<file path="config.mk">
export PLATFORM = sky130hd
export DESIGN_NAME = ciCluster
export DESIGN_NICKNAME = d
export VERILOG_FILES = /design/src/logic/ciPkg.sv /design/src/logic/ciCluster.sv /design/src/logic/ciDecoder.sv /design/src/logic/ciResultMux.sv /design/src/logic/profileCounter.sv /design/src/logic/resetSequencer.sv
export SDC_FILE = /design/constraint.sdc
export NUM_CORES = 1
export LEC_CHECK = 0
export ABC_AREA = 1
export ABC_CLOCK_PERIOD_IN_PS = 14400
export BUFFER_PORTS_ARGS = -buffer_cell sky130_fd_sc_hd__clkbuf_2
export CAP_MARGIN = 10
export CORE_ASPECT_RATIO = 2
export CORE_MARGIN = 2
export CORE_UTILIZATION = 35
export DETAILED_ROUTE_END_ITERATION = 7
export SYNTH_ARGS = -nofsm -noshare
export SYNTH_HDL_FRONTEND = slang
export SYNTH_SLANG_ARGS = --single-unit
</file>
<file path="constraint.sdc">
create_clock -name s_systemClock -period 14.4 [get_ports s_systemClock]
set_clock_uncertainty 0.2 [all_clocks]
set_input_delay 0.72 -clock s_systemClock [delete_from_list [all_inputs] [get_ports s_systemClock]]
set_output_delay 0.72 -clock s_systemClock [all_outputs]
set_load 0.01 [all_outputs]
</file>
<file path="src/logic/ciPkg.sv">
`default_nettype none

package ciPkg;

  localparam int CI_WIDTH = 32;
  localparam int CI_ID_WIDTH = 8;

  // Instruction numbers as seen on ciN
  localparam logic [CI_ID_WIDTH-1:0] SWAP_BYTE_ID = 8'h01;
  localparam logic [CI_ID_WIDTH-1:0] PROFILE_ID = 8'h0B;
  localparam logic [CI_ID_WIDTH-1:0] GRAYSCALE_ID = 8'h0C;

  // One profiler counter per event source
  localparam int NUM_COUNTERS = 4;

  // Luminance weights, they add up to 256 so the sum is scaled back by a shift of eight
  localparam logic [7:0] RED_WEIGHT = 8'd54;
  localparam logic [7:0] GREEN_WEIGHT = 8'd183;
  localparam logic [7:0] BLUE_WEIGHT = 8'd19;

  // Operand word, read either as four bytes or as two RGB565 pixels
  typedef union packed {
    logic [3:0][7:0] byteView;
    struct packed {
      struct packed {
        logic [4:0] red;
        logic [5:0] green;
        logic [4:0] blue;
      } highPixel;
      struct packed {
        logic [4:0] red;
        logic [5:0] green;
        logic [4:0] blue;
      } lowPixel;
    } pixelView;
  } ciWord_t;

endpackage

`default_nettype wire

</file>
<file path="src/logic/ciCluster.sv">
`timescale 1ns/100ps
`default_nettype none

module ciCluster #(
  parameter int COUNTER_WIDTH = 32,
  parameter int RESET_CYCLES = 16
) (
  input  logic                          s_systemClock,
  input  logic                          s_pllLocked,
  input  logic                          ciStart,
  input  logic [ciPkg::CI_ID_WIDTH-1:0] ciN,
  input  logic [ciPkg::CI_WIDTH-1:0]    ciDataA,
  input  logic [ciPkg::CI_WIDTH-1:0]    ciDataB,
  input  logic                          cpuStalled,
  input  logic                          busIdle,
  output logic                          ciDone,
  output logic [ciPkg::CI_WIDTH-1:0]    ciResult,
  output logic                          systemReady
);

  import ciPkg::*;

  logic                                       swapHit;
  logic                                       grayHit;
  logic                                       profileHit;
  logic [$clog2(NUM_COUNTERS)-1:0]            readSelect;
  logic [NUM_COUNTERS-1:0]                    enableStrobe;
  logic [NUM_COUNTERS-1:0]                    disableStrobe;
  logic [NUM_COUNTERS-1:0]                    clearStrobe;
  logic [NUM_COUNTERS-1:0]                    countEvent;
  logic [NUM_COUNTERS-1:0][COUNTER_WIDTH-1:0] counterValues;

  resetSequencer #(
    .RESET_CYCLES(RESET_CYCLES)
  ) resetSeq (
    .s_systemClock(s_systemClock),
    .s_pllLocked(s_pllLocked),
    .systemReady(systemReady)
  );

  ciDecoder decoder (
    .s_systemClock(s_systemClock),
    .s_pllLocked(s_pllLocked),
    .systemReady(systemReady),
    .ciStart(ciStart),
    .ciN(ciN),
    .ciDataA(ciDataA),
    .ciDataB(ciDataB),
    .cpuStalled(cpuStalled),
    .busIdle(busIdle),
    .swapHit(swapHit),
    .grayHit(grayHit),
    .profileHit(profileHit),
    .readSelect(readSelect),
    .enableStrobe(enableStrobe),
    .disableStrobe(disableStrobe),
    .clearStrobe(clearStrobe),
    .countEvent(countEvent)
  );

  // Counter i counts event source i of the decoder
  for (genvar i = 0; i < NUM_COUNTERS; i++) begin : genCounter
    profileCounter #(
      .COUNTER_WIDTH(COUNTER_WIDTH)
    ) counter (
      .s_systemClock(s_systemClock),
      .s_pllLocked(s_pllLocked),
      .systemReady(systemReady),
      .countEvent(countEvent[i]),
      .enableStrobe(enableStrobe[i]),
      .disableStrobe(disableStrobe[i]),
      .clearStrobe(clearStrobe[i]),
      .counterValue(counterValues[i])
    );
  end

  ciResultMux #(
    .COUNTER_WIDTH(COUNTER_WIDTH)
  ) resultMux (
    .swapHit(swapHit),
    .grayHit(grayHit),
    .profileHit(profileHit),
    .readSelect(readSelect),
    .ciDataA(ciDataA),
    .ciDataB(ciDataB),
    .counterValues(counterValues),
    .ciDone(ciDone),
    .ciResult(ciResult)
  );

endmodule

`default_nettype wire

</file>
<file path="src/logic/ciDecoder.sv">
`timescale 1ns/100ps
`default_nettype none

module ciDecoder (
  input  logic                                    s_systemClock,
  input  logic                                    s_pllLocked,
  input  logic                                    systemReady,
  input  logic                                    ciStart,
  input  logic [ciPkg::CI_ID_WIDTH-1:0]           ciN,
  input  logic [ciPkg::CI_WIDTH-1:0]              ciDataA,
  input  logic [ciPkg::CI_WIDTH-1:0]              ciDataB,
  input  logic                                    cpuStalled,
  input  logic                                    busIdle,
  output logic                                    swapHit,
  output logic                                    grayHit,
  output logic                                    profileHit,
  output logic [$clog2(ciPkg::NUM_COUNTERS)-1:0]  readSelect,
  output logic [ciPkg::NUM_COUNTERS-1:0]          enableStrobe,
  output logic [ciPkg::NUM_COUNTERS-1:0]          disableStrobe,
  output logic [ciPkg::NUM_COUNTERS-1:0]          clearStrobe,
  output logic [ciPkg::NUM_COUNTERS-1:0]          countEvent
);

  import ciPkg::*;

  localparam int SELECT_WIDTH = $clog2(NUM_COUNTERS);

  logic                    controlValid;
  logic                    eventMask;
  logic [NUM_COUNTERS-1:0] rawEvent;

  // Hits follow ciStart directly, so every extension answers in the same cycle
  assign swapHit = ciStart && (ciN == SWAP_BYTE_ID);
  assign grayHit = ciStart && (ciN == GRAYSCALE_ID);
  assign profileHit = ciStart && (ciN == PROFILE_ID);

  assign readSelect = ciDataA[SELECT_WIDTH-1:0];

  // Profile reads are answered before systemReady, control is not
  assign controlValid = profileHit && systemReady;

  assign enableStrobe =
    controlValid ? ciDataB[NUM_COUNTERS-1:0] : '0;
  assign disableStrobe =
    controlValid ? ciDataB[2*NUM_COUNTERS-1:NUM_COUNTERS] : '0;
  assign clearStrobe =
    controlValid ? ciDataB[3*NUM_COUNTERS-1:2*NUM_COUNTERS] : '0;

  // Event sources, one per counter: clock cycles, stalls, idle bus and issued instructions
  assign rawEvent = {ciStart, busIdle, cpuStalled, 1'b1};

  always_ff @(posedge s_systemClock or negedge s_pllLocked) begin
    if (!s_pllLocked) begin
      eventMask <= 1'b0;
    end else begin
      eventMask <= systemReady;
    end
  end

  assign countEvent = eventMask ? rawEvent : '0;

endmodule

`default_nettype wire

</file>
<file path="src/logic/ciResultMux.sv">
`timescale 1ns/100ps
`default_nettype none

module ciResultMux #(
  parameter int COUNTER_WIDTH = 32
) (
  input  logic                                                     swapHit,
  input  logic                                                     grayHit,
  input  logic                                                     profileHit,
  input  logic [$clog2(ciPkg::NUM_COUNTERS)-1:0]                   readSelect,
  input  ciPkg::ciWord_t                                           ciDataA,
  input  logic [ciPkg::CI_WIDTH-1:0]                               ciDataB,
  input  logic [ciPkg::NUM_COUNTERS-1:0][COUNTER_WIDTH-1:0]        counterValues,
  output logic                                                     ciDone,
  output logic [ciPkg::CI_WIDTH-1:0]                               ciResult
);

  import ciPkg::*;

  logic [CI_WIDTH-1:0] swapResult;
  logic [CI_WIDTH-1:0] grayResult;
  logic [CI_WIDTH-1:0] profileResult;

  logic [7:0]  redWide;
  logic [7:0]  greenWide;
  logic [7:0]  blueWide;
  logic [15:0] graySum;
  logic [7:0]  grayValue;

  // Bit 0 of the second operand picks half-word swap instead of a full reversal
  always_comb begin
    if (ciDataB[0]) begin
      swapResult = {ciDataA.byteView[2], ciDataA.byteView[3],
                    ciDataA.byteView[0], ciDataA.byteView[1]};
    end else begin
      swapResult = {ciDataA.byteView[0], ciDataA.byteView[1],
                    ciDataA.byteView[2], ciDataA.byteView[3]};
    end
  end

  // Channels are widened to eight bits by padding with zeros
  assign redWide = {ciDataA.pixelView.lowPixel.red, 3'b000};
  assign greenWide = {ciDataA.pixelView.lowPixel.green, 2'b00};
  assign blueWide = {ciDataA.pixelView.lowPixel.blue, 3'b000};

  // Weights sum to 256, so the largest sum still fits in sixteen bits
  assign graySum = (redWide * RED_WEIGHT) +
                   (greenWide * GREEN_WEIGHT) +
                   (blueWide * BLUE_WEIGHT);
  assign grayValue = graySum[15:8];
  assign grayResult = CI_WIDTH'(grayValue);

  // Read-back of the selected counter, zero extended to the result width
  assign profileResult = CI_WIDTH'(counterValues[readSelect]);

  // Only one hit can be active at a time, so gated results can simply be ORed
  assign ciDone = swapHit | grayHit | profileHit;
  assign ciResult = ({CI_WIDTH{swapHit}} & swapResult) |
                    ({CI_WIDTH{grayHit}} & grayResult) |
                    ({CI_WIDTH{profileHit}} & profileResult);

endmodule

`default_nettype wire

</file>
<file path="src/logic/profileCounter.sv">
`timescale 1ns/100ps
`default_nettype none

module profileCounter #(
  parameter int COUNTER_WIDTH = 32
) (
  input  logic                     s_systemClock,
  input  logic                     s_pllLocked,
  input  logic                     systemReady,
  input  logic                     countEvent,
  input  logic                     enableStrobe,
  input  logic                     disableStrobe,
  input  logic                     clearStrobe,
  output logic [COUNTER_WIDTH-1:0] counterValue
);

  logic counterEnabled;

  // One action per edge: clear first, then the enable flag, then counting
  always_ff @(posedge s_systemClock or negedge s_pllLocked) begin
    if (!s_pllLocked) begin
      counterValue <= '0;
      counterEnabled <= 1'b0;
    end else if (!systemReady) begin
      counterValue <= '0;
      counterEnabled <= 1'b0;
    end else if (clearStrobe) begin
      counterValue <= '0;
    end else if (disableStrobe) begin
      counterEnabled <= 1'b0;
    end else if (enableStrobe) begin
      counterEnabled <= 1'b1;
    end else if (counterEnabled && countEvent) begin
      // Wraps silently on overflow
      counterValue <= counterValue + 1'b1;
    end
  end

endmodule

`default_nettype wire

</file>
<file path="src/logic/resetSequencer.sv">
`timescale 1ns/100ps
`default_nettype none

module resetSequencer #(
  parameter int RESET_CYCLES = 16
) (
  input  logic s_systemClock,
  input  logic s_pllLocked,
  output logic systemReady
);

  localparam int COUNT_WIDTH = $clog2(RESET_CYCLES + 1);
  localparam logic [COUNT_WIDTH-1:0] COUNT_LAST = COUNT_WIDTH'(RESET_CYCLES);

  logic [COUNT_WIDTH-1:0] cycleCount;

  // Counts edges since lock and stops once the last one is reached
  always_ff @(posedge s_systemClock or negedge s_pllLocked) begin
    if (!s_pllLocked) begin
      cycleCount <= '0;
    end else if (cycleCount != COUNT_LAST) begin
      cycleCount <= cycleCount + 1'b1;
    end
  end

  // High from the RESET_CYCLES-th edge on, drops at once when lock is lost
  assign systemReady = (cycleCount == COUNT_LAST);

endmodule

`default_nettype wire

</file>
==> summary.txt <==
Floorplanning
  • Die X-Extent: 145 µm
  • Number of top-level pins: 111
  • Initial core utilization: 0.353
  • Area enclosed by the die boundary: 0.0413 mm²
  • Standard-cell row count: 103
  • Die height: 285 µm
  • Core Area: 0.0393 mm²

Drt
  • Post-route antenna net violation count: 0
  • Total via count in the routed design: 15000
  • Average routed wire per standard cell: 19.0 µm
  • Post-detailed-route via-to-cell ratio: 5.30
  • Violation count after the first detailed-route iteration: 1050
  • Post-route DRC: 0
  • Routed Wire Length: 53800 µm
  • Pre-antenna DRT Iters: 6

Worst setup path
  • Worst r2r dst: genCounter[0].counter.counterValue[13]
  • CP Data Arrival Time: 5.69 ns
  • Startpoint of the most critical register-to-register path: resetSeq.cycleCount[0]
  • Length in cells of the worst reg-to-reg path: 11
  • Capturing element type of the critical path: output pin
  • Critical Path Source Type: primary input
  • Required time worst endpoint: 13.48 ns
  • Crit path from: ciDataA[8]
  • Reg2reg setup slack: 10.62 ns
  • Worst Setup Path Type: primary input to output pin
  • Worst-path fanout max: 6

Finish
  • Post-synthesis to final-layout area growth: 10.1%
  • Number of diodes added for antenna fixing: 0
  • Final-stage net count: 2469
  • Post-layout util: 0.388
  • Fraction of final layout cells with drive strength greater than 1: 0.0682
  • Number of standard cells in the final layout excluding fillers: 2827
  • Most frequent cells in the layout: 710 x sky130_fd_sc_hd__nand2_1, 331 x sky130_fd_sc_hd__nor2_1, 261 x sky130_fd_sc_hd__inv_1
  • Leading cell type in the layout, fill and taps excluded: sky130_fd_sc_hd__nand2_1
  • Fin area: 0.0153 mm²

Pwr
  • Reported net switching power: 0.645 mW
  • Power per Cell Area: 102 mW/mm²
  • Leakage power of the design: 7.44 nW
  • Proportion of total power due to net switching: 0.416
  • Sequential share of power: 0.256
  • Worst vdd rail ir drop: 78.5 µV
  • Portion of total power attributed to the clock network: 0.294
  • Combinational share of power: 0.450
  • Internal Dissipation: 0.906 mW

Timing
  • Final Hold Violating Endpoints: 0
  • Accumulated negative setup slack: 0 ns
  • Final critical delay including setup and external delays: 6.61 ns
  • Max transition margin: 0.308
  • Post-Route Hold Slack: 0.106 ns
  • Setup repair after global routing missed its margin: no
  • Pin slew with the least headroom to its limit: 1.04 ns
  • Ratio of final minimum period to clock period: 0.459
  • Fmax: 151 MHz
  • Max-slew violation count: 0
  • Final number of setup-violating endpoints: 0

Global route
  • Wire length of the first global-routing pass: 82600 µm
  • Initial antenna violation count: 1
  • Number of global-route vias before repair: 15000
  • Final global-route overflow total: 0
  • Maximum number of pins on one net before global-route repair: 81
  • Total global-route track usage: 0.267

Synthesis
  • Syn nets: 2424
  • Area of the mapped netlist: 0.0139 mm²
  • Flops & latches, synth: 138
  • Seq/Total Area, Yosys: 0.249
  • Count of synthesis-stage warnings from yosys: 0
  • Async S/R FF share, synth: 1.00
  • Number of cells produced by synthesis: 2244
  • Most used DFF post-synth: sky130_fd_sc_hd__dfrtp_1
  • Number of library cell types mapped by synthesis: 42
  • Average footprint of a synthesized cell: 6.17 µm²
  • Number of enable flip-flop cells after synthesis: 0

Clock network
  • Clk root buf: sky130_fd_sc_hd__clkbuf_16
  • CTS Hold Bufs: 0
  • Clock sinks: 138
  • Clock transition at the register clock pins on the worst setup and hold paths after CTS: 0.06 ns
  • CTS H-Tree Depth: 4
  • Number of gates given a new drive strength after cts: 0
  • Maximum buffer depth of the clock tree: 2
  • Num CTS Buffers: 17
  • Later-pin clock latency in the skew report: 0.47 ns
  • TritonCTS clock tree: yes
  • Number of buffers added for setup after CTS: 0

Placement
  • Estimated wirelength of the detail-placed design: 42500 µm
  • Post-Place Cells: 2795
  • Total placed instance area: 0.0147 mm²
  • Weighted congestion reported at the end of routability-driven placement: 1.02
  • Number of I/O port buffers: 90

Run status
  • Status: complete, no violations

Hold path
  • Worst min-delay path class: primary input to asynchronous set/reset pin

Flow run
  • MaxCap Viol Count: 0
## power groups by stage
stage / Sequential (mW) / Clock (mW) / Combinational (mW)
floorplan: 0.401 / 0 / 0.509
global placement: 0.403 / 0 / 0.682
detailed placement: 0.403 / 0 / 0.694
CTS: 0.396 / 0.463 / 0.699
global route: 0.397 / 0.480 / 0.817
finish: 0.397 / 0.456 / 0.698
## synthesized netlist by cell type, types with 5 or more instances
| master | n | share of area |
|---|---|---|
| sky130_fd_sc_hd__nand3_1 | 204 | 0.074 |
| sky130_fd_sc_hd__buf_4 | 11 | 0.0060 |
| sky130_fd_sc_hd__o21ai_1 | 14 | 0.0051 |
| sky130_fd_sc_hd__inv_1 | 261 | 0.071 |
| sky130_fd_sc_hd__nand4_1 | 29 | 0.013 |
| sky130_fd_sc_hd__nand2_1 | 710 | 0.19 |
| sky130_fd_sc_hd__clkbuf_1 | 21 | 0.0057 |
| sky130_fd_sc_hd__ha_1 | 77 | 0.070 |
| sky130_fd_sc_hd__a31oi_1 | 6 | 0.0027 |
| sky130_fd_sc_hd__nor2_4 | 6 | 0.0049 |
| sky130_fd_sc_hd__inv_2 | 6 | 0.0016 |
| sky130_fd_sc_hd__o21ai_0 | 129 | 0.047 |
| sky130_fd_sc_hd__o211ai_1 | 5 | 0.0027 |
| sky130_fd_sc_hd__a21oi_1 | 107 | 0.039 |
| sky130_fd_sc_hd__buf_2 | 24 | 0.0087 |
| sky130_fd_sc_hd__nor2_1 | 331 | 0.090 |
| sky130_fd_sc_hd__xnor2_1 | 15 | 0.0095 |
| sky130_fd_sc_hd__nor3_1 | 6 | 0.0022 |
| sky130_fd_sc_hd__buf_1 | 12 | 0.0033 |
| sky130_fd_sc_hd__nand2_2 | 5 | 0.0023 |
| sky130_fd_sc_hd__xor2_1 | 46 | 0.029 |
| sky130_fd_sc_hd__fa_1 | 26 | 0.038 |
| sky130_fd_sc_hd__a32o_1 | 24 | 0.017 |
| sky130_fd_sc_hd__dfrtp_1 | 138 | 0.25 |
## worst max-delay path, stage by stage
cell and delay (ns):
sky130_fd_sc_hd__clkbuf_2 0.17, sky130_fd_sc_hd__fa_1 0.56, sky130_fd_sc_hd__inv_1 0.06, sky130_fd_sc_hd__fa_1 0.49, sky130_fd_sc_hd__fa_1 0.52, sky130_fd_sc_hd__inv_1 0.06
sky130_fd_sc_hd__ha_1 0.38, sky130_fd_sc_hd__a21oi_1 0.21, sky130_fd_sc_hd__nand2_1 0.11, sky130_fd_sc_hd__a21oi_1 0.23, sky130_fd_sc_hd__nor2_1 0.06, sky130_fd_sc_hd__nor2_1 0.12
sky130_fd_sc_hd__xor2_1 0.18, sky130_fd_sc_hd__inv_1 0.11, sky130_fd_sc_hd__fa_1 0.46, sky130_fd_sc_hd__ha_1 0.37, sky130_fd_sc_hd__nand2_1 0.08, sky130_fd_sc_hd__nand2_1 0.07
sky130_fd_sc_hd__a21oi_1 0.14, sky130_fd_sc_hd__nand2_1 0.07, sky130_fd_sc_hd__nor2_1 0.13, sky130_fd_sc_hd__inv_1 0.05, sky130_fd_sc_hd__nand2_1 0.06, sky130_fd_sc_hd__nand3_1 0.06
sky130_fd_sc_hd__nand2_1 0.07, sky130_fd_sc_hd__clkbuf_2 0.14
## final cells by class
type / instances / area, µm²
tap: 525 / 657
timing repair buffer: 97 / 509
fill: 4282 / 24100
multi-input combinational: 1762 / 9010
clock buffer: 27 / 533
sequential: 138 / 3450
inverter: 273 / 1030
clock inverter: 5 / 56.3
## cells by family (layout without fill, tap and decap cells)
group / Yosys count / in the layout / synth area share
AND/OR/NAND/NOR: 1303 / 1303 / 0.386
buffers and inverters: 344 / 402 / 0.101
AO/OA/AOI/OAI: 295 / 295 / 0.119
flip-flops: 138 / 138 / 0.249
adder cells (fa/ha/maj): 103 / 103 / 0.107
XOR/XNOR: 61 / 61 / 0.0386
## stage by stage
step | setup slack, ns | total power [mW]
finish | 7.79 | 1.55
global route | 7.39 | 1.69
CTS | 7.77 | 1.56
detailed placement | 7.79 | 1.10
global placement | 7.82 | 1.09
floorplan | 8.58 | 0.910
## worst max-delay path by stage
| stage | endpoint | slack, ns |
|---|---|---|
| finish | ciResult[7] | 7.79 |
| CTS | ciResult[7] | 7.77 |
| global placement | ciResult[7] | 7.82 |
| detailed placement | ciResult[7] | 7.79 |
| global route | ciResult[7] | 7.39 |
| floorplan | ciResult[7] | 8.58 |
## flip-flops by register name, summed over array words and instances, names as in the netlist
register,count
decoder.eventMask,1
resetSeq.cycleCount,5
genCounter.counter.counterEnabled,4
genCounter.counter.counterValue,128
## layer usage
layer / global-route usage / up-vias / part of all wire
li1: - / 7257 / -
met1: 0.261 / 6981 / 0.34
met2: 0.478 / 534 / 0.51
met3: 0.0455 / 199 / 0.052
met4: 0.221 / 2 / 0.096
met5: 0 / - / 0.00013
Power figures use the tool's default switching activity.
